[src/design/sa_geom_pkg.sv]
// Systolic array geometry
// Array shape, activation buffer depth and host address map
package sa_geom_pkg;

    // Array shape and buffer size
    localparam int N_ROW      = 4;
    localparam int N_COL      = 4;
    localparam int DATA_DEPTH = 64;

    // Field widths never narrower than one bit
    localparam int ROW_W = (N_ROW > 1) ? $clog2(N_ROW) : 1;
    localparam int COL_W = (N_COL > 1) ? $clog2(N_COL) : 1;
    localparam int VEC_W = (DATA_DEPTH > 1) ? $clog2(DATA_DEPTH) : 1;

    // Host map with data at {vec, row}, weight at {col, row} and the select bit on top
    localparam int VEC_LSB = ROW_W;
    localparam int COL_LSB = ROW_W;
    localparam int DATA_AW = VEC_W + ROW_W;
    localparam int WGT_AW  = COL_W + ROW_W;
    localparam int HADDR_W = ((DATA_AW > WGT_AW) ? DATA_AW : WGT_AW) + 1;
    localparam int SEL_BIT = HADDR_W - 1;

endpackage
[src/design/sa_word_pkg.sv]
// Systolic array word types
// Operand and sum widths, buffer index, burst length and controller states
package sa_word_pkg;

    localparam int ACT_W = 8;
    localparam int WGT_W = 8;
    // Room for 16 taps of 16-bit products
    localparam int ACC_W = 20;

    // Unsigned operands
    typedef logic [ACT_W-1:0] act_t;
    typedef logic [WGT_W-1:0] wgt_t;

    // Full-width column sum
    typedef logic [ACC_W-1:0] acc_t;

    // Vector index in the activation buffer
    typedef logic [sa_geom_pkg::VEC_W-1:0] vec_idx_t;

    // One extra bit so a full buffer fits
    typedef logic [sa_geom_pkg::VEC_W:0] len_t;

    typedef enum logic [1:0] {
        IDLE,
        LOAD_W,
        STREAM,
        DRAIN
    } ctrl_state_t;

endpackage

[src/design/out_collector.sv]
`timescale 1ns/1ps
// Output collector
// Undoes the column skew so one vector's sums leave together,
// and lines up valid and last with them
module out_collector #(
    parameter int N_ROW = sa_geom_pkg::N_ROW,
    parameter int N_COL = sa_geom_pkg::N_COL
) (
    input  logic                          clk,
    input  logic                          rst_n,
    input  sa_word_pkg::acc_t [N_COL-1:0] col_sum_i,
    input  logic                          vec_valid_i,
    input  logic                          vec_last_i,
    output sa_word_pkg::acc_t [N_COL-1:0] acc_data_o,
    output logic                          acc_valid_o,
    output logic                          done_o
);
    import sa_word_pkg::*;

    // Includes the output register
    localparam int TAG_DLY = N_ROW + N_COL - 1;

    acc_t [N_COL-1:0]   aligned;
    logic [TAG_DLY-1:0] valid_sr;
    logic [TAG_DLY-1:0] last_sr;

    // Leftmost column waits longest
    for (genvar c = 0; c < N_COL; c++) begin : g_deskew
        localparam int D = N_COL - 1 - c;
        if (D == 0) begin : g_pass
            assign aligned[c] = col_sum_i[c];
        end else begin : g_delay
            acc_t dly_q [D];
            always_ff @(posedge clk) begin
                dly_q[0] <= col_sum_i[c];
                for (int k = 1; k < D; k++) begin
                    dly_q[k] <= dly_q[k-1];
                end
            end
            assign aligned[c] = dly_q[D-1];
        end
    end

    always_ff @(posedge clk) begin
        acc_data_o <= aligned;
    end

    always_ff @(posedge clk) begin
        if (!rst_n) begin
            valid_sr <= '0;
            last_sr  <= '0;
        end else begin
            valid_sr <= (valid_sr << 1) | TAG_DLY'(vec_valid_i);
            last_sr  <= (last_sr << 1) | TAG_DLY'(vec_last_i);
        end
    end

    assign acc_valid_o = valid_sr[TAG_DLY-1];
    assign done_o      = last_sr[TAG_DLY-1];

endmodule

[config.mk]
export PLATFORM = sky130hd
export DESIGN_NAME = out_collector
export DESIGN_NICKNAME = d
export VERILOG_FILES = /design/src/design/sa_geom_pkg.sv /design/src/design/sa_word_pkg.sv /design/src/design/out_collector.sv
export SDC_FILE = /design/constraint.sdc
export NUM_CORES = 1
export LEC_CHECK = 0
export BUFFER_PORTS_ARGS = -buffer_cell sky130_fd_sc_hd__buf_4
export CAP_MARGIN = 40
export CORE_UTILIZATION = 35
export CTS_BUF_LIST = sky130_fd_sc_hd__clkbuf_8 sky130_fd_sc_hd__clkbuf_16
export DETAILED_ROUTE_END_ITERATION = 16
export GPL_ROUTABILITY_DRIVEN = 0
export GPL_TIMING_DRIVEN = 0
export PLACE_DENSITY = 0.59
export SLEW_MARGIN = 10
export SYNTH_ARGS = -nofsm -noshare
export SYNTH_HDL_FRONTEND = slang
export SYNTH_SLANG_ARGS = --single-unit
[constraint.sdc]
create_clock -name clk -period 0.9 [get_ports clk]
set_input_delay 0.09 -clock clk [delete_from_list [all_inputs] [get_ports clk]]
set_output_delay 0.09 -clock clk [all_outputs]
set_load 0.05 [all_outputs]
Word level (Yosys, flattened, before mapping)
Memories as Yosys holds them, arrays and structs flattened. A register that Yosys moved wholly into a read port is not among the register bits.
Cells that the tools add are included.
{"block": "totals", "inputBits": 84, "regBits": 34, "latch_bits": 0, "output_inout_bits": 82, "romBits": 0, "mem_bits_rw": 120, "mem_count": 3}
{"block": "classes", "n_eq_ne": 0, "bitwise": 2, "n_div": 0, "n_reduce_logical": 0, "addsub": 0, "n_lt_le_gt_ge": 0, "shifts": 0, "mux": 0, "multipliers": 0}
{"memory": "g_deskew[0].g_delay.dly_q", "depth": 3, "word_bits": 20, "read_ports": 3, "rd_clocked_by_memory_dff": 1, "wr": 3, "line_no": "out_collector.sv:33", "rtl": "acc_t dly_q [D];"}
{"memory": "g_deskew[1].g_delay.dly_q", "depth": 2, "word_bits": 20, "read_ports": 2, "rd_clocked_by_memory_dff": 1, "wr": 2, "line_no": "out_collector.sv:33"}
{"memory": "g_deskew[2].g_delay.dly_q", "depth": 1, "word_bits": 20, "read_ports": 1, "rd_clocked_by_memory_dff": 1, "wr": 1, "line_no": "out_collector.sv:33"}
{"cell": "$or 7x1->7", "n": 2}

Longest topological paths before layout
{"block": "logic_depth", "depth_word": 1, "mapped_depth": 2}

Worst setup path before layout
Ideal clock, no wire load.
{"block": "synth_path", "path_kind": "register -> output", "startpoint": "register acc_data_o[0] (netlist bit) (read register of g_deskew[0].g_delay.dly_q)", "endpoint": "output port acc_data_o[0] (netlist bit)", "path_slack_ns": 0.223, "arrival_ns": 0.587, "path_buffers": 0, "required_time_ns": 0.810, "path_stages_with_launch": 1, "path_cell_list": "dfxtp_1"}
{"element": "start, declared", "line_no": "out_collector.sv:14", "rtl": "output sa_word_pkg::acc_t [N_COL-1:0] acc_data_o,"}
No word-level cell between the ends.

Worst setup path in the final report
{"block": "layout_path", "startpoint": "register acc_data_o[72] (netlist bit)", "endpoint": "output port acc_data_o[72] (netlist bit)"}
{"element": "start signal, assigned", "line_no": "out_collector.sv:45", "rtl": "acc_data_o <= aligned;"}
No word-level cell between the ends.

==> flow_summary.json <==
{
  "async_reset_ff_share_pct": 0,
  "synth_top_area_share_pct": 97.5,
  "gr-total-overflow": 0,
  "antenna_found_initial": 0,
  "routed_wl_um": 8180,
  "initial_core_util_pct": 36.3,
  "yosysUniqueCellTypes": 4,
  "yosysSeqAreaShare_pct": 97.5,
  "numCtsBuffers": 21,
  "slowest_stage": "dfxtp_2",
  "synth_area_per_cell_um2": 19.2,
  "row_count": 40,
  "p_sw_share_pct": 21.3,
  "grt_max_degree": 16,
  "fin_nets": 584,
  "crit_chain": "buf_8",
  "yosysWarnings": 0,
  "status": "finished, violations left",
  "use_met3_pct": 3.76,
  "io_buffers": 165,
  "setup_ws_ns": -0.151,
  "fill_cells": 796,
  "ys_ff_latch": 214,
  "htreeDepth": 1,
  "rsz0062_at_grt": "yes",
  "crit_start": "acc_data_o[72]",
  "power_mw": 20.6,
  "vias": 2496,
  "fp.coreArea_um2": 12100,
  "grt_pass1_vias": 2706,
  "gr-usage-met2_pct": 23.8,
  "place_ws_ns": 0.268,
  "path_class": "reg -> out",
  "synth_top_area_cell": "dfxtp_1",
  "die_h_um": 114,
  "rr_startpoint": "valid_sr[5]",
  "ios": 166,
  "timing.fmax_ghz": 0.951,
  "worst-path-buf-inv": 1,
  "cp-end-kind": "output pin",
  "drtPass1Iterations": 2,
  "cts_tree": "done",
  "post-cts-setup-buffers": 0,
  "grt_usage_pct": 12.3,
  "ir_worst_vdd_mv": 1.59,
  "pwr-share-clk_pct": 41.6,
  "cts.sinks": 214,
  "skew_ns": 0.00725,
  "stdcell_count": 681,
  "diodes": 0,
  "syn_inst": 229,
  "dieArea_um2": 13000,
  "drt_iter0_markers": 89,
  "slew_headroom_pct": 92.3,
  "clk_latency_ns": 0.46,
  "hp-class": "in -> reg",
  "root_buffer": "clkbuf_16",
  "cts_buffer_depth": 3,
  "avgViaCountPerCell": 3.67,
  "area_growth_pct": 83.1,
  "clk_pin_slew_worst_paths_ns": 0.06,
  "max-cap-violations": 0,
  "required_ns": 0.81,
  "use_met1_pct": 12.5,
  "violations": "setup timing",
  "comb_power_share_pct": 8.8,
  "finalSetupViolCount": 82,
  "dp.final_hpwl_um": 4380,
  "drc_errors": 0,
  "place_inst": 562,
  "cpPeakStageDelay_ns": 0.34,
  "switchingPower_mw": 4.37,
  "crit_family": "flip-flops",
  "maxSlewViolCount": 0,
  "worstHoldStart": "col_sum_i[66]",
  "yosysMostFrequentCell": "dfxtp_1",
  "grt-busiest-layer": "met2",
  "multi_input_comb_area_um2": 100,
  "synthFlopType": "dfxtp_1",
  "syn_nets": 313,
  "ant_nets": 0,
  "startpoint_type": "flip-flop",
  "grt_pass1_wl_um": 12400,
  "yosys-top-cells-area": "dfxtp_1, and2_2, and2_1, buf_6",
  "p_int_mw": 16.2,
  "synthTopCellsByCount": "dfxtp_1, and2_2, and2_1",
  "syn_area_um2": 4400,
  "fin_crit_ns": 1.05,
  "arrival_ns": 0.96,
  "wire_per_inst_um": 12.0,
  "drive_gt1_share_pct": 56.9,
  "synth_edf_count": 0,
  "power_density_nw_per_um2": 2560,
  "worst_slew_pin_slew_ns": 0.116,
  "seq_area_um2": 4390,
  "seqPwrFrac_pct": 49.5,
  "crit_fanout": 1,
  "p_leak_nw": 3.55,
  "fp.dieW_um": 114,
  "hold_viol": 0,
  "period_share_pct": 117,
  "hold_ws_ns": 0.266
}
metal layers:
metal,up-vias,routed length [µm]
li1,1242,-
met1,1139,3000
met2,102,4510
met3,13,544
met4,0,123
met5,-,0
path summary, 6_finish.rpt:
| path | endpoint | slack, ns | cells past startpoint |
|---|---|---|---|
| hold reg to reg | acc_data_o[57] | 0.32 | 0 |
| hold / removal | acc_data_o[66] | 0.27 | 2 |
| setup / recovery | acc_data_o[72] | -0.15 | 1 |
| setup reg to reg | valid_sr[6] | 0.33 | 1 |
state kept, by name (all words and copies together), names as in the netlist:
signal / flops
acc_data_o: 80
g_deskew.g_delay.dly_q: 120
valid_sr: 7
last_sr: 7
per-stage QoR:
stage / area (µm²) / setup TNS (ns) / utilization (%)
3_5_place_dp: 5840 / 0 / 48.3
2_1_floorplan: 4400 / 0 / -
6_report: 8050 / -10.35 / 66.5
3_3_place_gp: 5840 / 0 / 48.3
5_1_grt: 8050 / -13.39 / 66.5
4_1_cts: 7940 / -11.69 / 65.6
cells by family after synthesis:
family / after synthesis / share of synthesized area (%)
simple gates: 14 / 2.28
buf+inv: 1 / 0.256
flops: 214 / 97.5
layout make-up:
cell class / count / area share (%)
Clock buffer: 26 / 7.38
Buffer: 1 / 0.140
Timing Repair Buffer: 248 / 32.8
Tap cell: 168 / 2.61
Multi-Input combinational cell: 14 / 1.24
Sequential cell: 214 / 54.5
Clock inverter: 10 / 1.32
cells in the final DEF (no fill, tap or decap):
cell,netlist,final
dfxtp_1,214,132
buf_6,1,13
bufinv_16,0,2
clkbuf_8,0,5
and2_2,10,10
inv_8,0,1
clkinv_2,0,4
dlygate4sd3_1,0,83
dfxtp_2,0,82
buf_8,0,70
inv_1,0,2
and2_1,4,4
buf_4,0,83
clkinvlp_4,0,1
clkbuf_16,0,21
timing repair:
| item | in CTS | in global routing |
|---|---|---|
| resized for setup | 206 | 28 |
| endpoints found under the hold margin | 93 | 0 |
| setup endpoints to repair | 82 | 82 |
| hold buffers | 83 | 0 |
power groups by stage:
| stage | Combinational [mW] | Sequential [mW] | Clock [mW] |
|---|---|---|---|
| 3_3_place_gp | 1.27 | 10.3 | 0 |
| 2_1_floorplan | 0.0174 | 10.9 | 0 |
| 3_5_place_dp | 1.28 | 10.3 | 0 |
| 6_report | 1.82 | 10.2 | 8.57 |
| 5_1_grt | 1.88 | 10.2 | 9.27 |
| 4_1_cts | 1.76 | 10.2 | 8.79 |
No activity file was read; power rests on OpenSTA's default activity.
