<file path="config.mk">
export PLATFORM = sky130hd
export DESIGN_NAME = sa_ctrl
export DESIGN_NICKNAME = d
export VERILOG_FILES = /design/src/design/sa_geom_pkg.sv /design/src/design/sa_word_pkg.sv /design/src/design/sa_ctrl.sv
export SDC_FILE = /design/constraint.sdc
export NUM_CORES = 1
export LEC_CHECK = 0
export BUFFER_PORTS_ARGS = -buffer_cell sky130_fd_sc_hd__buf_2
export CAP_MARGIN = 20
export CORE_AREA = 3 3 75 77
export DETAILED_ROUTE_END_ITERATION = 8
export DIE_AREA = 0 0 78 80
export PLACE_DENSITY = 0.46
export SETUP_SLACK_MARGIN = 0.3
export SLEW_MARGIN = 20
export SYNTH_ARGS = -nofsm -noshare
export SYNTH_HDL_FRONTEND = slang
export SYNTH_SLANG_ARGS = --single-unit
</file>
<file path="constraint.sdc">
create_clock -name clk -period 2.6 [get_ports clk]
set_input_delay 0.52 -clock clk [delete_from_list [all_inputs] [get_ports clk]]
set_output_delay 0.52 -clock clk [all_outputs]
set_load 0.02 [all_outputs]
</file>
<file path="src/design/sa_geom_pkg.sv">
// Systolic array geometry
// Array shape, activation buffer depth and host address map
package sa_geom_pkg;

    // Array shape and buffer size
    localparam int N_ROW      = 4;
    localparam int N_COL      = 4;
    localparam int DATA_DEPTH = 64;

    // Field widths never narrower than one bit
    localparam int ROW_W = (N_ROW > 1) ? $clog2(N_ROW) : 1;
    localparam int COL_W = (N_COL > 1) ? $clog2(N_COL) : 1;
    localparam int VEC_W = (DATA_DEPTH > 1) ? $clog2(DATA_DEPTH) : 1;

    // Host map with data at {vec, row}, weight at {col, row} and the select bit on top
    localparam int VEC_LSB = ROW_W;
    localparam int COL_LSB = ROW_W;
    localparam int DATA_AW = VEC_W + ROW_W;
    localparam int WGT_AW  = COL_W + ROW_W;
    localparam int HADDR_W = ((DATA_AW > WGT_AW) ? DATA_AW : WGT_AW) + 1;
    localparam int SEL_BIT = HADDR_W - 1;

endpackage
</file>
<file path="src/design/sa_word_pkg.sv">
// Systolic array word types
// Operand and sum widths, buffer index, burst length and controller states
package sa_word_pkg;

    localparam int ACT_W = 8;
    localparam int WGT_W = 8;
    // Room for 16 taps of 16-bit products
    localparam int ACC_W = 20;

    // Unsigned operands
    typedef logic [ACT_W-1:0] act_t;
    typedef logic [WGT_W-1:0] wgt_t;

    // Full-width column sum
    typedef logic [ACC_W-1:0] acc_t;

    // Vector index in the activation buffer
    typedef logic [sa_geom_pkg::VEC_W-1:0] vec_idx_t;

    // One extra bit so a full buffer fits
    typedef logic [sa_geom_pkg::VEC_W:0] len_t;

    typedef enum logic [1:0] {
        IDLE,
        LOAD_W,
        STREAM,
        DRAIN
    } ctrl_state_t;

endpackage

</file>
<file path="src/design/sa_ctrl.sv">
`timescale 1ns/1ps
// Run controller
// Loads the weight rows, streams the burst of activation vectors,
// then holds busy until the output side reports the last result
module sa_ctrl #(
    parameter int N_ROW      = sa_geom_pkg::N_ROW,
    parameter int DATA_DEPTH = sa_geom_pkg::DATA_DEPTH
) (
    input  logic                          clk,
    input  logic                          rst_n,
    input  logic                          start_i,
    input  sa_word_pkg::len_t             burst_len_i,
    input  logic                          done_i,
    output logic                          busy_o,
    output logic                          ld_en_o,
    output logic [sa_geom_pkg::ROW_W-1:0] ld_row_o,
    output logic                          rd_en_o,
    output sa_word_pkg::vec_idx_t         rd_addr_o,
    output logic                          rd_last_o
);
    import sa_geom_pkg::*;
    import sa_word_pkg::*;

    ctrl_state_t      state;
    len_t             len_q;
    logic [ROW_W-1:0] row_cnt;
    vec_idx_t         vec_cnt;
    logic             last_row;
    logic             last_vec;

    assign last_row = (row_cnt == ROW_W'(N_ROW - 1));
    assign last_vec = (len_t'(vec_cnt) == len_q - len_t'(1));

    always_ff @(posedge clk) begin
        if (!rst_n) begin
            state   <= IDLE;
            len_q   <= '0;
            row_cnt <= '0;
            vec_cnt <= '0;
        end else begin
            case (state)
                IDLE: begin
                    row_cnt <= '0;
                    vec_cnt <= '0;
                    // Zero length is a no-op
                    if (start_i && burst_len_i != '0) begin
                        if (burst_len_i > len_t'(DATA_DEPTH)) begin
                            len_q <= len_t'(DATA_DEPTH);
                        end else begin
                            len_q <= burst_len_i;
                        end
                        state <= LOAD_W;
                    end
                end
                LOAD_W: begin
                    row_cnt <= row_cnt + 1'b1;
                    if (last_row) begin
                        state <= STREAM;
                    end
                end
                STREAM: begin
                    vec_cnt <= vec_cnt + 1'b1;
                    if (last_vec) begin
                        state <= DRAIN;
                    end
                end
                DRAIN: begin
                    // Wait for the last result to leave the collector
                    if (done_i) begin
                        state <= IDLE;
                    end
                end
                default: state <= IDLE;
            endcase
        end
    end

    assign busy_o    = (state != IDLE);
    assign ld_en_o   = (state == LOAD_W);
    assign ld_row_o  = row_cnt;
    assign rd_en_o   = (state == STREAM);
    assign rd_addr_o = vec_cnt;
    assign rd_last_o = rd_en_o && last_vec;

endmodule

</file>
Word level (Yosys, flattened, before mapping). Index checks and enable logic that the tools add are counted.

Word-level logic and storage cells: 34. Memories kept: 0. Bits in latches: 0. Input port bits: 11. Bits in writable memories: 0. Flip-flop bits (word level): 17. Output and inout port bits: 12. Bits in read-only memories: 0.

Reductions and logical operators: 9. Magnitude comparators: 1. Multiply operators: 0. Bitwise operators: 0. Divide/modulo/power cells: 0. Muxes and demuxes: 8. $add $sub $neg: 3. Shifts and indexed selects: 0. Equal/unequal tests: 9.

Operator list (number): one-hot mux 6 bit (2 select lines) (1); 2-to-1 mux 2 bit (4); one-hot mux 2 bit (4 select lines) (1); equality test 6 x 7 -> 1 bit (1); > comparator 7 bit (second input constant) (1); 2-to-1 mux 7 bit (1); nonzero test 7 bit (1); subtractor 7 x 1 -> 7 bit (second input constant) (1); adder 6 x 1 -> 6 bit (second input constant) (1); equality test 2 bit (second input constant) (3); nonzero test 2 bit (3); inequality test 2 x 1 -> 1 bit (second input constant) (2); inequality test 2 bit (second input constant) (2); one-hot mux 2 bit (2 select lines) (1); AND reduction 4 bit (1); adder 2 x 1 -> 2 bit (second input constant) (1); equality test 2 x 1 -> 1 bit (second input constant) (1); logical AND 1 bit (2); zero test 2 bit (1); AND reduction 2 bit (1).

Longest topological paths before layout.
Word-level depth: 4. Gate-level depth with buffers: 7. Gate-level depth less buffers: 7.

Least setup slack after synthesis. No wires, ideal clock.

Kind: reg-to-output. Start: reg len_q[0]. End: out rd_last_o. Arrival time: 1550 ps. Cell stages (with the launch flop): 8. Path buffers: 0. Required time: 2080 ps. Slack: 530 ps. Cells stage by stage: dfxtp_1 -> inv_1 -> ha_1 -> nand2_1 -> o31ai_1 -> nand4_1 -> and4bb_2 -> o211a_1.

Cells in the longest elaborated chain, start to end: 3.

Ends and longest elaborated chain: start: declaration (line sa_ctrl.sv:25) `len_t len_q;`; start signal: assignment (line sa_ctrl.sv:48) `len_q <= len_t'(DATA_DEPTH);`; start signal: assignment (line sa_ctrl.sv:50) `len_q <= burst_len_i;`; subtractor 7 x 1 -> 7 bit (line sa_ctrl.sv:32) `assign last_vec = (len_t'(vec_cnt) == len_q - len_t'(1));`; equality test 6 x 7 -> 1 bit (line sa_ctrl.sv:32); logical AND 1 bit (line sa_ctrl.sv:83) `assign rd_last_o = rd_en_o && last_vec;`; end: declaration (line sa_ctrl.sv:19) `output logic rd_last_o`.

No other way between the ends.

Final worst setup path. Ends and elaborated chain as after synthesis.

==> run metrics <==
run status complete, no violations; cell area after synthesis 0.001135 sq mm; max-slew violation count 0; pwr/cell area 741.7 mW/mm^2; flops & latches, synth 17; main combinational cell family by area after synthesis simple AND/OR/NAND/NOR gates; Setup crit end rd_last_o; GRT Total Usage 10.35%; Setup crit end kind output pin; CTS tree done; initial antenna violation count 0; Synth Area in Adders 7.718%; final hold violation count 0; Min Clock Period, post-route 2.384 ns; DR WL/cell 12.71 um; skew final 0.001335 ns; fmax 419.5 MHz; cell area after layout 0.001485 sq mm; Worst-Skew Late Latency 0.25 ns; share of layout cells above drive strength 1 34.16%; FF-to-FF path depth 10; final period utilization 91.69%; Die ar. 0.006240 sq mm; WHS 0.4839 ns; Die W 78 um; Reg-to-Reg End state[1]; Post-Syn Nets 149; Setup CP Type flop to output pin; DR pass1 iterations 4; nature of the critical path startpoint flop; largest net degree at the start of global routing 21; final worst slack 0.2160 ns; Cells after Synth 131; Fin Setup TNS 0 ns; # rows 26; R2R Setup Slk 0.49 ns; Via density 4.485; Worst-Margin Slew 0.4935 ns; Compound-Gate Fraction of Synth Area 19.29%; clk buf depth 2; Power, Total 1.102 mW; Num Clock Sinks 17; worst path required time 2.08 ns; hold buffers post-CTS 0; commonest non-fill, non-tap cell in the layout buf_2; area delta synth->final 30.87%; Port-buffer cells 22; Boundary Pins 23; Worst Path Arrival 1.86 ns; ant diodes 0; Worst VDD drop 0.6466 mV; r2r startpoint len_q[0]; drt first-iter violations 61; Placed Cells 218; vias 1036; synth top area cells dfxtp_1, ha_1, nor2b_1; number of CTS-inserted buffers 3; FILL cells 583; HP Class flop to flop; Non-Filler Instances 231; pre-CTS setup slack 0.3302 ns; Synth top area share 29.99%; mux contribution to synthesized area 2.646%; nets 180; starting density of the core 22.36%; Clock transition at path regs 0.07 ns; Yosys top cell by area dfxtp_1; final core utilization 29.27%; total gr overflow 0; Mean Syn Cell Area 8.663 sq um; CTS H-tree depth 1; first-pass GRT wire length 5237 um; most frequent cells in the layout buf_2, dfxtp_1, nor2b_1, buf_4; vias in the first global route 1063; Simple-Gate Fraction of Synth Area 28.89%; Placement Cell Area 0.001315 sq mm; DRC violations left 0; Clk Tree Root Cell clkbuf_8; Worst slew margin 67.10%; RSZ-0062 raised after global routing yes; WL final 2935 um; Antenna Nets Post-Route 0; routability cong. 0.8115; Core ar. 0.005075 sq mm; leakage 0.6251 nW; sequential share of the synthesized area 29.99%; HPWL after detailed placement 2078 um; max_cap viols 0; CP Launch Point len_q[0]; XOR/XNOR Fraction of Synth Area 6.946%; Synthesis Warnings 0; Die Ht 80 um; setup violators final 0; largest fanout on the critical path 5; Yosys cell types 39
area by class of cell:
cell class / instances / area [sq um] / share of cell area (%)
clock buffer: 3 / 41.29 / 2.780
clock inverter: 1 / 5.005 / 0.3370
inverter: 7 / 28.78 / 1.938
multi-input combinational: 101 / 775.7 / 52.23
sequential: 17 / 355.3 / 23.93
tap: 70 / 87.58 / 5.897
timing repair buffer: 32 / 191.4 / 12.89
critical path, cell delays in order, from the launching register on:
cell	delay, ns
dfxtp_4	0.38
inv_4	0.06
ha_4	0.15
nand2_2	0.06
o31ai_2	0.23
nand4_1	0.14
and4bb_2	0.31
o211a_1	0.16
buf_6	0.12
registers in the layout, indices dropped and copies added (netlist names):
signal / count
state: 2
ld_row_o: 2
len_q: 7
rd_addr_o: 6
worst min-delay path by stage:
| stage | slack [ns] | end | cells past startpoint | from |
|---|---|---|---|---|
| 2_1_floorplan | 0.46 | len_q[6] | 2 | len_q[6] |
| 3_3_place_gp | 0.48 | len_q[6] | 2 | len_q[6] |
| 5_1_grt | 0.53 | len_q[6] | 2 | len_q[6] |
| 3_5_place_dp | 0.48 | len_q[6] | 2 | len_q[6] |
| 4_1_cts | 0.49 | len_q[6] | 2 | len_q[6] |
| 6_report | 0.48 | len_q[6] | 2 | len_q[6] |
power breakdown:
part,switching [mW],leakage (nW),internal [mW]
sequential,0.0439,0.141,0.299
combinational,0.317,0.458,0.239
clock,0.0966,0.0255,0.106
total,0.458,0.625,0.644
per-layer routing:
| layer | share of wire, % | vias up | track usage [%] | wire (um) |
|---|---|---|---|---|
| met5 | 0 | - | 0 | 0 |
| met4 | 0.82 | 0 | 2.797 | 24 |
| met3 | 4.6 | 4 | 2.822 | 134 |
| met2 | 48 | 21 | 17.21 | 1404 |
| met1 | 47 | 478 | 13.13 | 1371 |
| li1 | - | 533 | - | - |
kinds of logic (layout without fill, tap and decap cells):
kind of cell / after synthesis / count (layout)
simple gates: 51 / 51
flops: 17 / 17
fa+ha+maj: 7 / 7
mux: 3 / 3
buf+inv: 13 / 43
xor+xnor: 9 / 9
compound gates: 31 / 31
Yosys cell counts:
library cell and n:
o22ai_1 1, clkbuf_1 4, o31ai_1 1, a21oi_1 8, xnor2_1 5, or3_1 1
nand4_1 1, nand2_1 9, and4bb_2 1, nor3_1 2, nor2b_1 10, ha_1 7
inv_1 7, o21ba_2 1, nor3b_1 6, xor2_1 4, nand3b_1 1, nand3_1 4
o211a_1 1, or4_1 1, nor2_1 2, a21boi_0 4, a41oi_1 1, dfxtp_1 17
a22oi_1 1, nand4b_1 3, o21ai_1 1, nor3_4 1, and3_1 3, buf_2 2
o211ai_2 2, mux2i_1 3, o221a_2 1, and2_1 3, or3_4 2, nand2b_1 1
a311o_1 1, o31a_1 2, o21ai_0 6
what timing repair did:
item / in CTS / in global routing
gates resized for setup: 14 / 5
pin swaps: 4 / 4
buffers inserted: 5 / 4
endpoints found under the setup margin: 1 / 1
Power figures use the tool's default switching activity.
