`src/design/sa_geom_pkg.sv`:
```
// Systolic array geometry
// Array shape, activation buffer depth and host address map
package sa_geom_pkg;

    // Array shape and buffer size
    localparam int N_ROW      = 4;
    localparam int N_COL      = 4;
    localparam int DATA_DEPTH = 64;

    // Field widths never narrower than one bit
    localparam int ROW_W = (N_ROW > 1) ? $clog2(N_ROW) : 1;
    localparam int COL_W = (N_COL > 1) ? $clog2(N_COL) : 1;
    localparam int VEC_W = (DATA_DEPTH > 1) ? $clog2(DATA_DEPTH) : 1;

    // Host map with data at {vec, row}, weight at {col, row} and the select bit on top
    localparam int VEC_LSB = ROW_W;
    localparam int COL_LSB = ROW_W;
    localparam int DATA_AW = VEC_W + ROW_W;
    localparam int WGT_AW  = COL_W + ROW_W;
    localparam int HADDR_W = ((DATA_AW > WGT_AW) ? DATA_AW : WGT_AW) + 1;
    localparam int SEL_BIT = HADDR_W - 1;

endpackage
```
`src/design/sa_word_pkg.sv`:
```
// Systolic array word types
// Operand and sum widths, buffer index, burst length and controller states
package sa_word_pkg;

    localparam int ACT_W = 8;
    localparam int WGT_W = 8;
    // Room for 16 taps of 16-bit products
    localparam int ACC_W = 20;

    // Unsigned operands
    typedef logic [ACT_W-1:0] act_t;
    typedef logic [WGT_W-1:0] wgt_t;

    // Full-width column sum
    typedef logic [ACC_W-1:0] acc_t;

    // Vector index in the activation buffer
    typedef logic [sa_geom_pkg::VEC_W-1:0] vec_idx_t;

    // One extra bit so a full buffer fits
    typedef logic [sa_geom_pkg::VEC_W:0] len_t;

    typedef enum logic [1:0] {
        IDLE,
        LOAD_W,
        STREAM,
        DRAIN
    } ctrl_state_t;

endpackage

```
`src/design/sa_feed_if.sv`:
```
`timescale 1ns/1ps
// Array feed
// Activation vectors from the data buffer and weight rows from the weight memory
interface sa_feed_if #(
    parameter int N_ROW = sa_geom_pkg::N_ROW,
    parameter int N_COL = sa_geom_pkg::N_COL
);
    import sa_geom_pkg::*;
    import sa_word_pkg::*;

    // Activation stream with one vector per valid cycle
    logic             d_valid;
    logic             d_last;
    act_t [N_ROW-1:0] d_vec;

    // Weight row load
    logic             w_load;
    logic [ROW_W-1:0] w_row;
    wgt_t [N_COL-1:0] w_vec;

    modport data_src (output d_valid, d_last, d_vec);

    modport weight_src (output w_load, w_row, w_vec);

    modport array (
        input d_valid, d_last, d_vec,
        input w_load, w_row, w_vec
    );

endinterface

```
`src/design/weight_bram.sv`:
```
`timescale 1ns/1ps
// Column-banked weight memory
// One bank per column, a load reads the same row from all banks at once
module weight_bram #(
    parameter int N_ROW = sa_geom_pkg::N_ROW,
    parameter int N_COL = sa_geom_pkg::N_COL
) (
    input  logic                            clk,
    input  logic                            rst_n,
    input  logic                            wr_en_i,
    input  logic [sa_geom_pkg::HADDR_W-1:0] wr_addr_i,
    input  sa_word_pkg::wgt_t               wr_data_i,
    input  logic                            ld_en_i,
    input  logic [sa_geom_pkg::ROW_W-1:0]   ld_row_i,
    sa_feed_if.weight_src                   feed
);
    import sa_geom_pkg::*;
    import sa_word_pkg::*;

    wgt_t             bank [N_COL][N_ROW];
    logic             wgt_we;
    logic [COL_W-1:0] wr_col;
    logic [ROW_W-1:0] wr_row;

    assign wgt_we = wr_en_i && wr_addr_i[SEL_BIT];
    assign wr_col = wr_addr_i[COL_LSB +: COL_W];
    assign wr_row = wr_addr_i[ROW_W-1:0];

    // Column field picks the bank
    always_ff @(posedge clk) begin
        for (int c = 0; c < N_COL; c++) begin
            if (wgt_we && wr_col == COL_W'(c)) begin
                bank[c][wr_row] <= wr_data_i;
            end
        end
    end

    always_ff @(posedge clk) begin
        if (ld_en_i) begin
            for (int c = 0; c < N_COL; c++) begin
                feed.w_vec[c] <= bank[c][ld_row_i];
            end
        end
        feed.w_row <= ld_row_i;
    end

    always_ff @(posedge clk) begin
        if (!rst_n) begin
            feed.w_load <= 1'b0;
        end else begin
            feed.w_load <= ld_en_i;
        end
    end

endmodule

```
`src/flat_wrapper.sv`:
```
// flat-port wrapper written by rule: the top's interface ports become plain ports
module weight_bram_flat import sa_geom_pkg::*; import sa_word_pkg::*;
#(
    parameter int N_ROW = sa_geom_pkg::N_ROW,
    parameter int N_COL = sa_geom_pkg::N_COL
)
  (clk, rst_n, wr_en_i, wr_addr_i, wr_data_i, ld_en_i, ld_row_i, feed_w_load, feed_w_row, feed_w_vec);
  sa_feed_if #(.N_ROW(N_ROW), .N_COL(N_COL)) feed_i ();
  input  logic clk;
  input  logic rst_n;
  input  logic wr_en_i;
  input  logic [sa_geom_pkg::HADDR_W-1:0] wr_addr_i;
  input  sa_word_pkg::wgt_t wr_data_i;
  input  logic ld_en_i;
  input  logic [sa_geom_pkg::ROW_W-1:0] ld_row_i;
  output wire logic [$bits(feed_i.w_load)-1:0] feed_w_load;
  output wire logic [$bits(feed_i.w_row)-1:0] feed_w_row;
  output wire logic [$bits(feed_i.w_vec)-1:0] feed_w_vec;
  assign feed_w_load = feed_i.w_load;
  assign feed_w_row = feed_i.w_row;
  assign feed_w_vec = feed_i.w_vec;
  weight_bram #(.N_ROW(N_ROW), .N_COL(N_COL)) u_core (.clk(clk), .rst_n(rst_n), .wr_en_i(wr_en_i), .wr_addr_i(wr_addr_i), .wr_data_i(wr_data_i), .ld_en_i(ld_en_i), .ld_row_i(ld_row_i), .feed(feed_i));
endmodule
```
`config.mk`:
```
export PLATFORM = sky130hd
export DESIGN_NAME = weight_bram_flat
export DESIGN_NICKNAME = d
export VERILOG_FILES = /design/src/design/sa_geom_pkg.sv /design/src/design/sa_word_pkg.sv /design/src/design/sa_feed_if.sv /design/src/design/weight_bram.sv /design/src/flat_wrapper.sv
export SDC_FILE = /design/constraint.sdc
export NUM_CORES = 1
export LEC_CHECK = 0
export BUFFER_PORTS_ARGS = -buffer_cell sky130_fd_sc_hd__buf_4
export CAP_MARGIN = 20
export CORE_ASPECT_RATIO = 1.25
export CORE_MARGIN = 3
export CORE_UTILIZATION = 58
export DETAILED_ROUTE_END_ITERATION = 10
export PLACE_DENSITY_LB_ADDON = 0.25
export SLEW_MARGIN = 20
export SYNTH_ARGS = -nofsm -noshare
export SYNTH_HDL_FRONTEND = slang
export SYNTH_SLANG_ARGS = --single-unit
```
`constraint.sdc`:
```
create_clock -name clk -period 2.2 [get_ports clk]
set_clock_uncertainty 0.1 [all_clocks]
set_input_delay 0.44 -clock clk [delete_from_list [all_inputs] [get_ports clk]]
set_output_delay 0.44 -clock clk [all_outputs]
set_load 0.005 [all_outputs]
```
; ---- Yosys cells after proc, flatten, opt, wreduce, memory -nomap -nowiden
; Memories as Yosys holds them, arrays and structs flattened.
; Index checks and enable logic that the tools add are counted.
[word_totals]
reg_bits = 35
latchBits = 0
ramBits = 128
mem_bits_ro = 0
input_bits = 23
output_inout_bits = 35
elab_cells = 56
mem_count = 1
[classes]
add_sub_neg = 0
n_mul = 0
div_mod_pow = 0
magnitude_cmp = 3
n_eq_ne = 3
shift = 0
n_mux = 31
bitwise_logic = 2
n_reduce_logical = 10
[memory_table]
columns = name, depth, word_bits, read_ports, rd_clocked_by_memory_dff, wr, line
row1 = u_core.bank, 4, 32, 4, 0, 1, weight_bram.sv:20  ; wgt_t bank [N_COL][N_ROW];
[op_table]
columns = operator, n
row1 = $mux 32, 10
row2 = $reduce_or 32->1, 3
row3 = $mux 8, 9
row4 = $bmux 8 s2, 4
row5 = $demux 8 s2, 1
row6 = $ge 3x3->1 const B, 2
row7 = $logic_and 1x1->1, 6
row8 = $mux 2, 3
row9 = $not 2->3, 2
row10 = $eq 2x2->1 const B, 2
row11 = $mux 1, 4
row12 = $lt 3x1->1 const B, 1
row13 = $eq 2x1->1 const B, 1
row14 = $logic_not 2->1, 1

; ---- Depth between registers and ports, before layout
[depth]
depth_word = 10
ltp_mapped = 3
depth_no_buf = 2

; ---- Least setup slack after synthesis
; No wires, ideal clock.
[synth_path]
path_type = in2reg
from = input wr_addr_i[2] in the netlist's numbering
to = memory u_core.bank[0][24] in the netlist's numbering, enable pin
setup_time_ps = 383
t_arrival_ps = 1297
required_ps = 1717
path_slack_ps = 419
path_stages = 2
n_path_buf = 0
cell_sequence = nand4bb_1 -> nor3_1
[synth_between]
elab_chain_cells = 8
word_cells_on_any_way = 25
classes_between = eq/ne: 3 / mux: 14 / reduce/logical: 8
[synth_lines]
columns = item, line
row1 = start: declaration, flat_wrapper.sv:12  ; input logic [sa_geom_pkg::HADDR_W-1:0] wr_addr_i;
row2 = $eq 2x1->1, weight_bram.sv:32  ; if (wgt_we && wr_col == COL_W'(c)) begin
row3 = $logic_and 1x1->1, weight_bram.sv:32
row4 = $mux 1, weight_bram.sv:32
row5 = $mux 32 (not written as such), weight_bram.sv:33  ; bank[c][wr_row] <= wr_data_i;
row6 = $reduce_or 32->1 (no line), --
row7 = $mux 2 (no line) / $mux 32 (equally long branches) (3 in series), --
row8 = end: declaration, weight_bram.sv:20
; Several ways; a longest one is shown, not always the timed one.

; ---- Worst setup path in the final report
[layout_path]
from = register u_core.feed.w_vec[0]
to = output feed_w_vec[0]
[layout_lines]
columns = item, line
row1 = start: declaration, sa_feed_if.sv:23  ; modport weight_src (output w_load, w_row, w_vec);
row2 = start signal: indexed assignment, weight_bram.sv:41  ; feed.w_vec[c] <= bank[c][ld_row_i];
row3 = end: declaration, flat_wrapper.sv:18  ; output wire logic [$bits(feed_i.w_vec)-1:0] feed_w_vec;
; No word-level cell between the ends.

==> flow_summary.ini <==
[synth]
syn_area_um2 = 5800
synth_nets = 249
syn-instance-count = 226
ys_types = 15
synth_top_area_share_pct = 82.8
ys_seq_elements = 163
postSynthAreaPerCell_um2 = 25.7
synthMostInstantiatedCell = edfxtp_1
synthTopCellsByCount = edfxtp_1, mux4_2, nor2_1
synth_edf_count = 160
ys.flop_type = edfxtp_1
synthArstFlopShare_pct = 0
yosysSeqAreaShare_pct = 83.8
yosys.area.top_type = edfxtp_1
synth_top_cells_by_area = edfxtp_1, mux4_2, buf_12, dfxtp_1, mux4_1
ys_warn_count = 0

[final_layout]
drive_gt1_share_pct = 41.0
utilization_pct = 72.4
area_growth_pct = 20.5
nNetsFinal = 332
antennaDiodeCount = 0

[cts]
cts_sinks = 163
cts_hold_buf = 0
root_buffer = clkbuf_16
cts_setup_buffers = 0
htreeDepth = 4
clkSlewWorstSetupHoldPaths_ps = 60
clk_latency_ps = 420
cts_resized = 0
cts_tree = yes
clk_path_buf_depth = 2
cts_buffers = 17

[flow_run]
cap_violations = 0

[setup_path]
crit-reg2reg-launch = u_core.bank[3][29]
setup.worst_path.end_class = output pin
crit_family = flip-flops
critPathMaxFanout = 1
crit_buf_inv = 1
required_ps = 1660
arrival_ps = 1010
critPathLaunch = u_core.feed.w_vec[0]
criticalPathCategory = register to output pin
cp_slowest_cell = edfxtp_1
cp-start-kind = register
cp_cell_sequence = buf_4
cp_slowest_stage_delay_ps = 420

[global_route]
grt_pass1_vias = 2702
grt-ovfl-total = 0
antenna_found_initial = 0
grt_max_degree = 34
grt_pass1_wl_mm = 15.4
grt_util_all_layers_pct = 20.0

[detailed_routing]
drc = 0
via_count = 2586
antenna_left = 0
via_per_inst = 5.77
dr.pass1.iters = 4
wl_mm = 9.98
drt_iter0_drc = 236
wl_per_cell_um = 22.3

[worst_hold_path]
hp-class = input pin to register
hold_start = rst_n

[die]
die_h_um = 118
rows = 40
ios = 58
initial_utilization_pct = 60.1
die_area_um2 = 11200
fp.dieW_um = 95.5
core_um2 = 9660

[placement]
gp_routability_congestion = 0.704
portBuffers = 53
dp_hpwl_mm = 5.60

[power]
power.density_cell_area_nw_per_um2 = 932
ir_drop_v = 0.000756
leakagePower_uw = 0.00236

[status]
status = finished, final reports clean

[sta]
fmax_mhz = 646
period_minus_slack_ps = 1550
finalSetupViolations = 0
rsz0062_at_grt = false
setup_tns_ps = 0
period_share_pct = 70.3
timing.slew.headroom_pct = 66.7
tightest_slew_ps = 500
finalHoldViolCount = 0
maxSlewViolCount = 0
## worst paths after layout
kind	end	slack (ps)	cells past startpoint
worst max-delay path	feed_w_vec[0]	650	1
worst min-delay path	u_core.feed.w_load	130	2
worst max register to register	u_core.feed.w_vec[29]	960	1
worst min register to register	u_core.feed.w_vec[31]	520	1
## power by group
group | switching (µW) | total, µW | internal, µW
Sequential | 19.3 | 3500 | 3480
Clock | 1170 | 2740 | 1570
Combinational | 136 | 271 | 135
## routing by layer
layer	part of all wire [%]	global-route usage [%]	routed length [µm]	up-vias
met2	52	30.1	5240	88
li1	-	-	-	1127
met5	0	0	0	-
met3	5.9	6.46	586	18
met4	2.4	10.1	240	0
met1	39	26.4	3910	1353
## layout make-up
type	instances	area, µm²
Clock buffer	18	429
Fill cell	560	2670
Timing Repair Buffer	71	558
Multi-Input combinational cell	56	851
Tap cell	126	158
Sequential cell	163	4860
Clock inverter	14	131
## sequential cells by signal (all words and copies together), names as in the netlist
register,cells
u_core.feed.w_vec,32
u_core.feed.w_row,2
u_core.feed.w_load,1
u_core.bank,128
## cell usage in the layout, fill, tap and decap left out, types with 2 or more instances in the layout
| cell | n |
|---|---|
| clkinvlp_4 | 4 |
| clkinv_4 | 3 |
| buf_4 | 69 |
| mux4_1 | 2 |
| nor3_1 | 4 |
| inv_6 | 4 |
| clkinv_2 | 2 |
| mux4_2 | 30 |
| edfxtp_1 | 160 |
| dfxtp_1 | 3 |
| clkbuf_16 | 17 |
| nand4b_1 | 2 |
| nand2b_1 | 2 |
| nor2_1 | 12 |
| buf_12 | 2 |
## logic make-up (layout without fill, tap and decap cells)
| logic type | Yosys count | in the layout | synth area share, % |
|---|---|---|---|
| flip-flops | 163 | 163 | 83.8 |
| buffers and inverters | 7 | 103 | 1.49 |
| multiplexers | 32 | 32 | 12.6 |
| AND/OR/NAND/NOR | 24 | 24 | 2.11 |
## per-stage QoR
stage / setup slack, ps / cell area, µm² / std cells / total power [µW] / hold WS [ps]
6_report: 653 / 6990 / 448 / 6510 / 128
5_1_grt: 626 / 6990 / 448 / 6720 / 129
2_1_floorplan: 419 / 5800 / 226 / 3680 / 368
4_1_cts: 638 / 6990 / 448 / 6570 / 118
3_5_place_dp: 374 / 6430 / 416 / 3840 / 512
3_3_place_gp: 388 / 6430 / 416 / 3830 / 503
Power figures use the tool's default switching activity.
