==> config.mk <==
export PLATFORM = sky130hd
export DESIGN_NAME = systolic_array_flat
export DESIGN_NICKNAME = d
export VERILOG_FILES = /design/src/design/sa_geom_pkg.sv /design/src/design/sa_word_pkg.sv /design/src/design/sa_feed_if.sv /design/src/design/systolic_array.sv /design/src/design/sa_pe.sv /design/src/flat_wrapper.sv
export SDC_FILE = /design/constraint.sdc
export NUM_CORES = 2
export LEC_CHECK = 0
export BUFFER_PORTS_ARGS = -buffer_cell sky130_fd_sc_hd__buf_4
export CORE_MARGIN = 2
export CORE_UTILIZATION = 50
export DETAILED_ROUTE_END_ITERATION = 12
export PLACE_DENSITY = 0.72
export RECOVER_POWER = 25
export SYNTH_ARGS = -nofsm -noshare
export SYNTH_HDL_FRONTEND = slang
export SYNTH_SLANG_ARGS = --single-unit
==> constraint.sdc <==
create_clock -name clk -period 6.1 [get_ports clk]
set_clock_uncertainty 0.05 [all_clocks]
set_input_delay 0.305 -clock clk [delete_from_list [all_inputs] [get_ports clk]]
set_output_delay 0.305 -clock clk [all_outputs]
set_load 0.02 [all_outputs]
==> src/design/sa_geom_pkg.sv <==
// Systolic array geometry
// Array shape, activation buffer depth and host address map
package sa_geom_pkg;

    // Array shape and buffer size
    localparam int N_ROW      = 4;
    localparam int N_COL      = 4;
    localparam int DATA_DEPTH = 64;

    // Field widths never narrower than one bit
    localparam int ROW_W = (N_ROW > 1) ? $clog2(N_ROW) : 1;
    localparam int COL_W = (N_COL > 1) ? $clog2(N_COL) : 1;
    localparam int VEC_W = (DATA_DEPTH > 1) ? $clog2(DATA_DEPTH) : 1;

    // Host map with data at {vec, row}, weight at {col, row} and the select bit on top
    localparam int VEC_LSB = ROW_W;
    localparam int COL_LSB = ROW_W;
    localparam int DATA_AW = VEC_W + ROW_W;
    localparam int WGT_AW  = COL_W + ROW_W;
    localparam int HADDR_W = ((DATA_AW > WGT_AW) ? DATA_AW : WGT_AW) + 1;
    localparam int SEL_BIT = HADDR_W - 1;

endpackage
==> src/design/sa_word_pkg.sv <==
// Systolic array word types
// Operand and sum widths, buffer index, burst length and controller states
package sa_word_pkg;

    localparam int ACT_W = 8;
    localparam int WGT_W = 8;
    // Room for 16 taps of 16-bit products
    localparam int ACC_W = 20;

    // Unsigned operands
    typedef logic [ACT_W-1:0] act_t;
    typedef logic [WGT_W-1:0] wgt_t;

    // Full-width column sum
    typedef logic [ACC_W-1:0] acc_t;

    // Vector index in the activation buffer
    typedef logic [sa_geom_pkg::VEC_W-1:0] vec_idx_t;

    // One extra bit so a full buffer fits
    typedef logic [sa_geom_pkg::VEC_W:0] len_t;

    typedef enum logic [1:0] {
        IDLE,
        LOAD_W,
        STREAM,
        DRAIN
    } ctrl_state_t;

endpackage

==> src/design/sa_feed_if.sv <==
`timescale 1ns/1ps
// Array feed
// Activation vectors from the data buffer and weight rows from the weight memory
interface sa_feed_if #(
    parameter int N_ROW = sa_geom_pkg::N_ROW,
    parameter int N_COL = sa_geom_pkg::N_COL
);
    import sa_geom_pkg::*;
    import sa_word_pkg::*;

    // Activation stream with one vector per valid cycle
    logic             d_valid;
    logic             d_last;
    act_t [N_ROW-1:0] d_vec;

    // Weight row load
    logic             w_load;
    logic [ROW_W-1:0] w_row;
    wgt_t [N_COL-1:0] w_vec;

    modport data_src (output d_valid, d_last, d_vec);

    modport weight_src (output w_load, w_row, w_vec);

    modport array (
        input d_valid, d_last, d_vec,
        input w_load, w_row, w_vec
    );

endinterface

==> src/design/systolic_array.sv <==
`timescale 1ns/1ps
// Weight-stationary systolic array
// Skews each activation row, runs it across the cell grid and
// collects the column sums at the bottom row
module systolic_array #(
    parameter int N_ROW = sa_geom_pkg::N_ROW,
    parameter int N_COL = sa_geom_pkg::N_COL
) (
    input  logic                          clk,
    input  logic                          rst_n,
    sa_feed_if.array                      feed,
    output sa_word_pkg::acc_t [N_COL-1:0] col_sum_o,
    output logic                          vec_valid_o,
    output logic                          vec_last_o
);
    import sa_geom_pkg::*;
    import sa_word_pkg::*;

    act_t             a_h [N_ROW][N_COL+1];
    acc_t             p_v [N_ROW+1][N_COL];
    logic [N_ROW-1:0] row_load;

    // Row r enters column 0 r cycles late
    for (genvar r = 0; r < N_ROW; r++) begin : g_skew
        if (r == 0) begin : g_direct
            assign a_h[r][0] = feed.d_vec[r];
        end else begin : g_delay
            act_t skew_q [r];
            always_ff @(posedge clk) begin
                skew_q[0] <= feed.d_vec[r];
                for (int k = 1; k < r; k++) begin
                    skew_q[k] <= skew_q[k-1];
                end
            end
            assign a_h[r][0] = skew_q[r-1];
        end
        assign row_load[r] = feed.w_load && (feed.w_row == ROW_W'(r));
    end

    for (genvar c = 0; c < N_COL; c++) begin : g_col
        assign p_v[0][c]    = '0;
        assign col_sum_o[c] = p_v[N_ROW][c];
    end

    for (genvar r = 0; r < N_ROW; r++) begin : g_row
        for (genvar c = 0; c < N_COL; c++) begin : g_cell
            sa_pe u_pe (
                .clk      (clk),
                .rst_n    (rst_n),
                .w_load_i (row_load[r]),
                .w_i      (feed.w_vec[c]),
                .a_i      (a_h[r][c]),
                .a_o      (a_h[r][c+1]),
                .psum_i   (p_v[r][c]),
                .psum_o   (p_v[r+1][c])
            );
        end
    end

    // Strobes follow the vector into the first cell
    always_ff @(posedge clk) begin
        if (!rst_n) begin
            vec_valid_o <= 1'b0;
            vec_last_o  <= 1'b0;
        end else begin
            vec_valid_o <= feed.d_valid;
            vec_last_o  <= feed.d_last;
        end
    end

endmodule

==> src/design/sa_pe.sv <==
`timescale 1ns/1ps
// Processing element
// Holds a stationary weight, passes its activation to the right
// and adds its product to the partial sum coming from above
module sa_pe (
    input  logic              clk,
    input  logic              rst_n,
    input  logic              w_load_i,
    input  sa_word_pkg::wgt_t w_i,
    input  sa_word_pkg::act_t a_i,
    output sa_word_pkg::act_t a_o,
    input  sa_word_pkg::acc_t psum_i,
    output sa_word_pkg::acc_t psum_o
);
    import sa_word_pkg::*;

    wgt_t w_q;
    acc_t prod;

    // Unsigned operands widened before the multiply
    assign prod = acc_t'(a_i) * acc_t'(w_q);

    always_ff @(posedge clk) begin
        if (w_load_i) begin
            w_q <= w_i;
        end
    end

    always_ff @(posedge clk) begin
        if (!rst_n) begin
            a_o    <= '0;
            psum_o <= '0;
        end else begin
            a_o    <= a_i;
            psum_o <= psum_i + prod;
        end
    end

endmodule

==> src/flat_wrapper.sv <==
// flat-port wrapper written by rule: the top's interface ports become plain ports
module systolic_array_flat import sa_geom_pkg::*; import sa_word_pkg::*;
#(
    parameter int N_ROW = sa_geom_pkg::N_ROW,
    parameter int N_COL = sa_geom_pkg::N_COL
)
  (clk, rst_n, col_sum_o, vec_valid_o, vec_last_o, feed_d_valid, feed_d_last, feed_d_vec, feed_w_load, feed_w_row, feed_w_vec);
  sa_feed_if #(.N_ROW(N_ROW), .N_COL(N_COL)) feed_i ();
  input  logic clk;
  input  logic rst_n;
  output sa_word_pkg::acc_t [N_COL-1:0] col_sum_o;
  output logic vec_valid_o;
  output logic vec_last_o;
  input wire logic [$bits(feed_i.d_valid)-1:0] feed_d_valid;
  input wire logic [$bits(feed_i.d_last)-1:0] feed_d_last;
  input wire logic [$bits(feed_i.d_vec)-1:0] feed_d_vec;
  input wire logic [$bits(feed_i.w_load)-1:0] feed_w_load;
  input wire logic [$bits(feed_i.w_row)-1:0] feed_w_row;
  input wire logic [$bits(feed_i.w_vec)-1:0] feed_w_vec;
  assign feed_i.d_valid = feed_d_valid;
  assign feed_i.d_last = feed_d_last;
  assign feed_i.d_vec = feed_d_vec;
  assign feed_i.w_load = feed_w_load;
  assign feed_i.w_row = feed_w_row;
  assign feed_i.w_vec = feed_w_vec;
  systolic_array #(.N_ROW(N_ROW), .N_COL(N_COL)) u_core (.clk(clk), .rst_n(rst_n), .feed(feed_i), .col_sum_o(col_sum_o), .vec_valid_o(vec_valid_o), .vec_last_o(vec_last_o));
endmodule
* Word level (Yosys, flattened, before mapping)
Memory sizes are Yosys's and may differ from the RTL's. Index checks and enable logic that the tools add are counted.
Storage, ports and cells: bits of input ports 71, output and inout bits 82, logic and storage cells 89, register bits 546, memory bits (writable) 48, memories 3
Cells by class: reductions and logical operators 5, equal/unequal tests 3, add/sub/neg operators 12, multipliers 16
Memories:
- u_core.g_skew[3].g_delay.skew_q | depth 3, bits a word 8, read ports 3, clocked after memory_dff 0, write ports 3, line systolic_array.sv:28 | act_t skew_q [r];
- u_core.g_skew[2].g_delay.skew_q | depth 2, bits a word 8, read ports 2, clocked after memory_dff 0, write ports 2, line systolic_array.sv:28
- u_core.g_skew[1].g_delay.skew_q | depth 1, bits a word 8, read ports 1, clocked after memory_dff 0, write ports 1, line systolic_array.sv:28
Operators by type and width (number):
- 8-bit by 8-bit multiplier with 16-bit output | 16
- 20-bit by 16-bit adder with 20-bit output | 12
- 2-bit == test, second input constant | 2
- 1-bit logical AND | 4
- 2-bit by 1-bit == test with 1-bit output, second input constant | 1
- 2-bit zero test | 1

* Depth between registers and ports, before layout
An unclocked memory read counts as a cell.
word-level depth 3, mapped depth 18, mapped depth without buffers 17

* Hierarchy
A second synthesis with hierarchy kept.
Second synthesis, totals: cell total of the unflattened synthesis 6654, area, all modules 61634.1 um2
Modules (own cells, without submodules):
- sa_pe (u_core.g_row[1].g_cell[2].u_pe ...) | area an instance 3744.8 um2, instances 6, cells each 406, seq. area each 800.8 um2
- sa_pe (u_core.g_row[0].g_cell[0].u_pe ...) | area an instance 3802.4 um2, instances 5, cells each 417, seq. area each 800.8 um2
- sa_pe (u_core.g_row[3].g_cell[1].u_pe ...) | area an instance 3858.7 um2, instances 3, cells each 421, seq. area each 800.8 um2
- sa_pe (u_core.g_row[3].g_cell[0].u_pe) | area an instance 3763.6 um2, instances 1, cells each 407, seq. area each 800.8 um2
- sa_pe (u_core.g_row[1].g_cell[1].u_pe) | area an instance 3758.6 um2, instances 1, cells each 406, seq. area each 800.8 um2
- systolic_array | area an instance 1054.8 um2, instances 1, cells each 57, seq. area each 1001.0 um2

* Least setup slack after synthesis
OpenSTA, ideal clock, no wires.
kind register to register, start register u_core.g_row[3].g_cell[1].u_pe.a_o[6], end register u_core.g_row[3].g_cell[2].u_pe.psum_o[18], cell stages (with the launch flop) 17, data arrival time 4.136 ns, setup slack 1.786 ns, data required time 5.922 ns, path buffers 1, library setup time 0.128 ns, period minus slack after synthesis 4.314 ns, path through dfxtp_1 -> clkbuf_1 -> nand2_1 -> fa_1 -> inv_1 -> fa_1 -> fa_1 -> inv_1 -> fa_1 -> inv_1 -> ha_1 -> a2111oi_0 -> o21ai_0 -> a221oi_1 -> a21oi_1 -> xnor2_1 -> nor2_1
Between the ends: cells in the longest elaborated chain, start to end 2
Ends and longest elaborated chain:
- start: declaration | line sa_pe.sv:11 | output sa_word_pkg::act_t a_o,
- start signal: assignment | line sa_pe.sv:34 | a_o <= a_i;
- 8-bit by 8-bit multiplier with 16-bit output | line sa_pe.sv:21 | assign prod = acc_t'(a_i) * acc_t'(w_q);
- 20-bit by 16-bit adder with 20-bit output | line sa_pe.sv:35 | psum_o <= psum_i + prod;
- end signal: assignment | line sa_pe.sv:35
- end: declaration | line sa_pe.sv:13 | output sa_word_pkg::acc_t psum_o
No other way between the ends. A chain may end at the register's enable or synchronous reset.

* Worst setup path after layout
start register u_core.g_row[3].g_cell[2].u_pe.w_q[2], end register u_core.g_row[3].g_cell[2].u_pe.psum_o[18]
Between the ends: cells in the longest elaborated chain, start to end 2
Ends and longest elaborated chain:
- start: declaration | line sa_pe.sv:17 | wgt_t w_q;
- start signal: assignment | line sa_pe.sv:25 | w_q <= w_i;
- 8-bit by 8-bit multiplier with 16-bit output | line sa_pe.sv:21
- 20-bit by 16-bit adder with 20-bit output | line sa_pe.sv:35
No other way between the ends.

==> results.yml <==
critical_path:
  slowest_stage: "fa_1"
  worstPathRequired_ns: 6.54
  arrival_ns: 5.17
  end_kind: "flip-flop"
  crit_fanout: 8
  path_cells: "and2_1 -> fa_1 -> fa_1 -> fa_1 -> inv_1 -> fa_1 -> inv_1 -> ha_1 -> a2111oi_0 -> o21ai_0 -> a221oi_1 -> a21oi_1 -> xnor2_1 -> nor2_1"
  cp_slowest_stage_delay_ns: 0.51
  startpoint_type: "flip-flop"
  cp_common_cell: "fa_1"
  worstSetupPathType: "reg -> reg"
  r2r_cells: 14
sta:
  timing.final.crit_period_ns: 4.73
  hold_viol: 0
  post-route-period-util: 0.776
  holdWs_ns: 0.234
  timing.setup.tns_ns: 0
  rsz0062_at_grt: "no"
  final-max-slew-violation-count: 0
  max_freq_mhz: 211
  tightest_slew_ns: 1.12
  setup_viol: 0
  fin_ws_ns: 1.37
  maxSlewHeadroom: 0.252
cts:
  numCtsBuffers: 66
  root_buffer: "clkbuf_16"
  cts_tree: "done"
  cts.sinks: 566
  cts_buffer_depth: 3
  cts.htree.levels: 3
  clk_pin_slew_worst_paths_ns: 0.06
  hold_buffers: 66
  cts_setup_buffers: 0
  post_cts_resized: 0
  worst_skew_pair.late_latency_ns: 0.63
floorplan:
  fp-row-count: 121
  chipWidth_um: 336
  initial_core_util: 0.505
  dieHeight_um: 336
  die_area_um2: 113000
  ios: 153
  core-area_um2: 109000
global_route:
  grt_pass1_wl_um: 188000
  grt_pass1_vias: 38223
  antenna_found_initial: 5
  grt-ovfl-total: 0
  grt_max_degree: 98
  track_usage: 0.203
power:
  switchingPower_mw: 6.79
  ir_drop_uv: 237
  swShare: 0.398
  power.density_nw_per_um2: 283
  sequentialPowerShare: 0.272
  intPower_mw: 10.3
  p_leak_nw: 30.6
  power_frac_clock: 0.232
  combPwrFrac: 0.496
  power_mw: 17.1
logic_synthesis:
  synth_edf_count: 128
  synthCells: 5884
  syn_avg_cell_area_um2: 9.35
  yosys_warnings: 0
  synthArstFlopShare: 0
  synth_fp_nets: 7331
  yosysMostFrequentCell: "inv_1"
  ys_top_cells_by_area: "fa_1, dfxtp_1, ha_1, inv_1, and2_1"
  synth_area_leader_cell: "fa_1"
  synthTopCellsByCount: "inv_1, and2_1, fa_1"
  yosysSeqAreaShare: 0.229
  yosysTopAreaCellShare: 0.272
  synth_area_um2: 55000
  ys_types: 83
  synth_ff_type: "dfxtp_1"
  ys_ff_latch: 566
min_path:
  hold_class: "in -> reg"
  hold_depth: 2
placement:
  portBuffers: 152
  gp_congestion: 0.877
  place_ws_ns: 1.39
  dp_cells: 7360
  hpwl_um: 90600
detailed_routing:
  dr.first_iter.drc_count: 1885
  wl_per_cell_um: 14.6
  via_count: 37167
  antenna_left: 0
  dr.pass1.iters: 5
  viasPerCell: 4.92
  drc: 0
  routed_wl_um: 110000
layout:
  drive_gt1_frac: 0.0422
  final_net_count: 7527
  stdcell_count: 7551
  area_growth_pct: 9.72
status:
  status: "finished, final reports clean"
flow_run:
  drv_cap: 0
-- final timing paths --
path	startpoint	end	slack, ns
max reg2reg	u_core.g_row[3].g_cell[2].u_pe.w_q[2]$_DFFE_PP_	u_core.g_row[3].g_cell[2].u_pe.psum_o[18]$_SDFF_PN0_	1.37
min	rst_n	u_core.g_row[1].g_cell[1].u_pe.psum_o[17]$_SDFF_PN0_	0.23
max	u_core.g_row[3].g_cell[2].u_pe.w_q[2]$_DFFE_PP_	u_core.g_row[3].g_cell[2].u_pe.psum_o[18]$_SDFF_PN0_	1.37
min reg2reg	u_core.g_skew[2].g_delay.skew_q[0][5]$_DFF_P_	u_core.g_skew[2].g_delay.skew_q[0][13]$_DFF_P_	0.28
-- power groups by stage --
stage / logic, mW / registers (mW) / clock network, mW
after floorplan: 6.60 / 4.73 / 0
after global placement: 8.24 / 4.71 / 0
after detailed placement: 8.43 / 4.72 / 0
after CTS: 8.53 / 4.65 / 4.07
after global routing: 9.87 / 4.70 / 4.21
final: 8.46 / 4.64 / 3.95
-- layer usage --
layer	global-route usage	wire length (um)	vias to the layer above
met4	0.0528	2080	2
met3	0.0237	4700	131
li1	-	-	18479
met1	0.284	52700	17888
met2	0.334	50800	667
met5	0	7	-
-- through the flow --
step	utilization	area, um2
3_5_place_dp	0.529	57600
6_report	0.554	60400
3_3_place_gp	0.529	57600
2_1_floorplan	-	55000
4_1_cts	0.555	60500
5_1_grt	0.554	60400
-- area by class of cell --
cell class | count | area, um2
fillers | 9504 | 48600
multi-input cells | 3824 | 36800
flip-flops and latches | 566 | 12600
inverters | 1398 | 5250
clock buffers | 90 | 1920
well taps | 1414 | 1770
repair buffers | 224 | 1730
clock inverters | 32 | 279
diodes | 3 | 7.51
-- cell families after synthesis --
family | synth area share
AND/OR/NAND/NOR | 0.169
buffers and inverters | 0.102
adder cells (fa/ha/maj) | 0.415
flip-flops | 0.229
AO/OA/AOI/OAI | 0.0637
XOR/XNOR | 0.0170
multiplexers | 0.00348
-- state kept, by name, summed over array words and instances, names as in the netlist --
| name | cells |
|---|---|
| u_core.g_row.g_cell.u_pe.psum_o | 292 |
| u_core.g_row.g_cell.u_pe.w_q | 128 |
| u_core.g_skew.g_delay.skew_q | 48 |
| u_core.vec_valid_o | 1 |
| u_core.g_row.g_cell.u_pe.a_o | 96 |
| u_core.vec_last_o | 1 |
-- placed cells by master (no fill, tap or decap), drive strengths merged, types with 8 or more instances in the layout --
cell / n
o41ai: 8
o31a: 9
clkinv: 17
a31oi: 25
fa: 748
buf: 97
a21o: 46
mux2i: 18
nor2b: 42
inv: 1405
nor3b: 9
edfxtp: 128
a21boi: 8
a21oi: 105
o21a: 37
ha: 628
a41oi: 9
or2: 9
nand4: 14
o31ai: 16
and3: 26
o21ai: 126
nor3: 72
dlygate4sd3: 66
dfxtp: 438
o21bai: 17
and2: 793
clkbuf: 151
o211ai: 16
nand3: 37
xnor2: 55
xor2: 52
a211oi: 58
nor2: 234
nand2b: 28
nand2: 498
-- critical path, delay by kind of cell, from the launching register on --
kind	cells	cell delay (ns)
xor+xnor	1	0.14
fa+ha+maj	5	2.32
flops	1	0.50
buf+inv	2	0.09
simple gates	2	0.28
compound gates	4	1.23
Note: power is estimated with default switching activity, not from simulation.
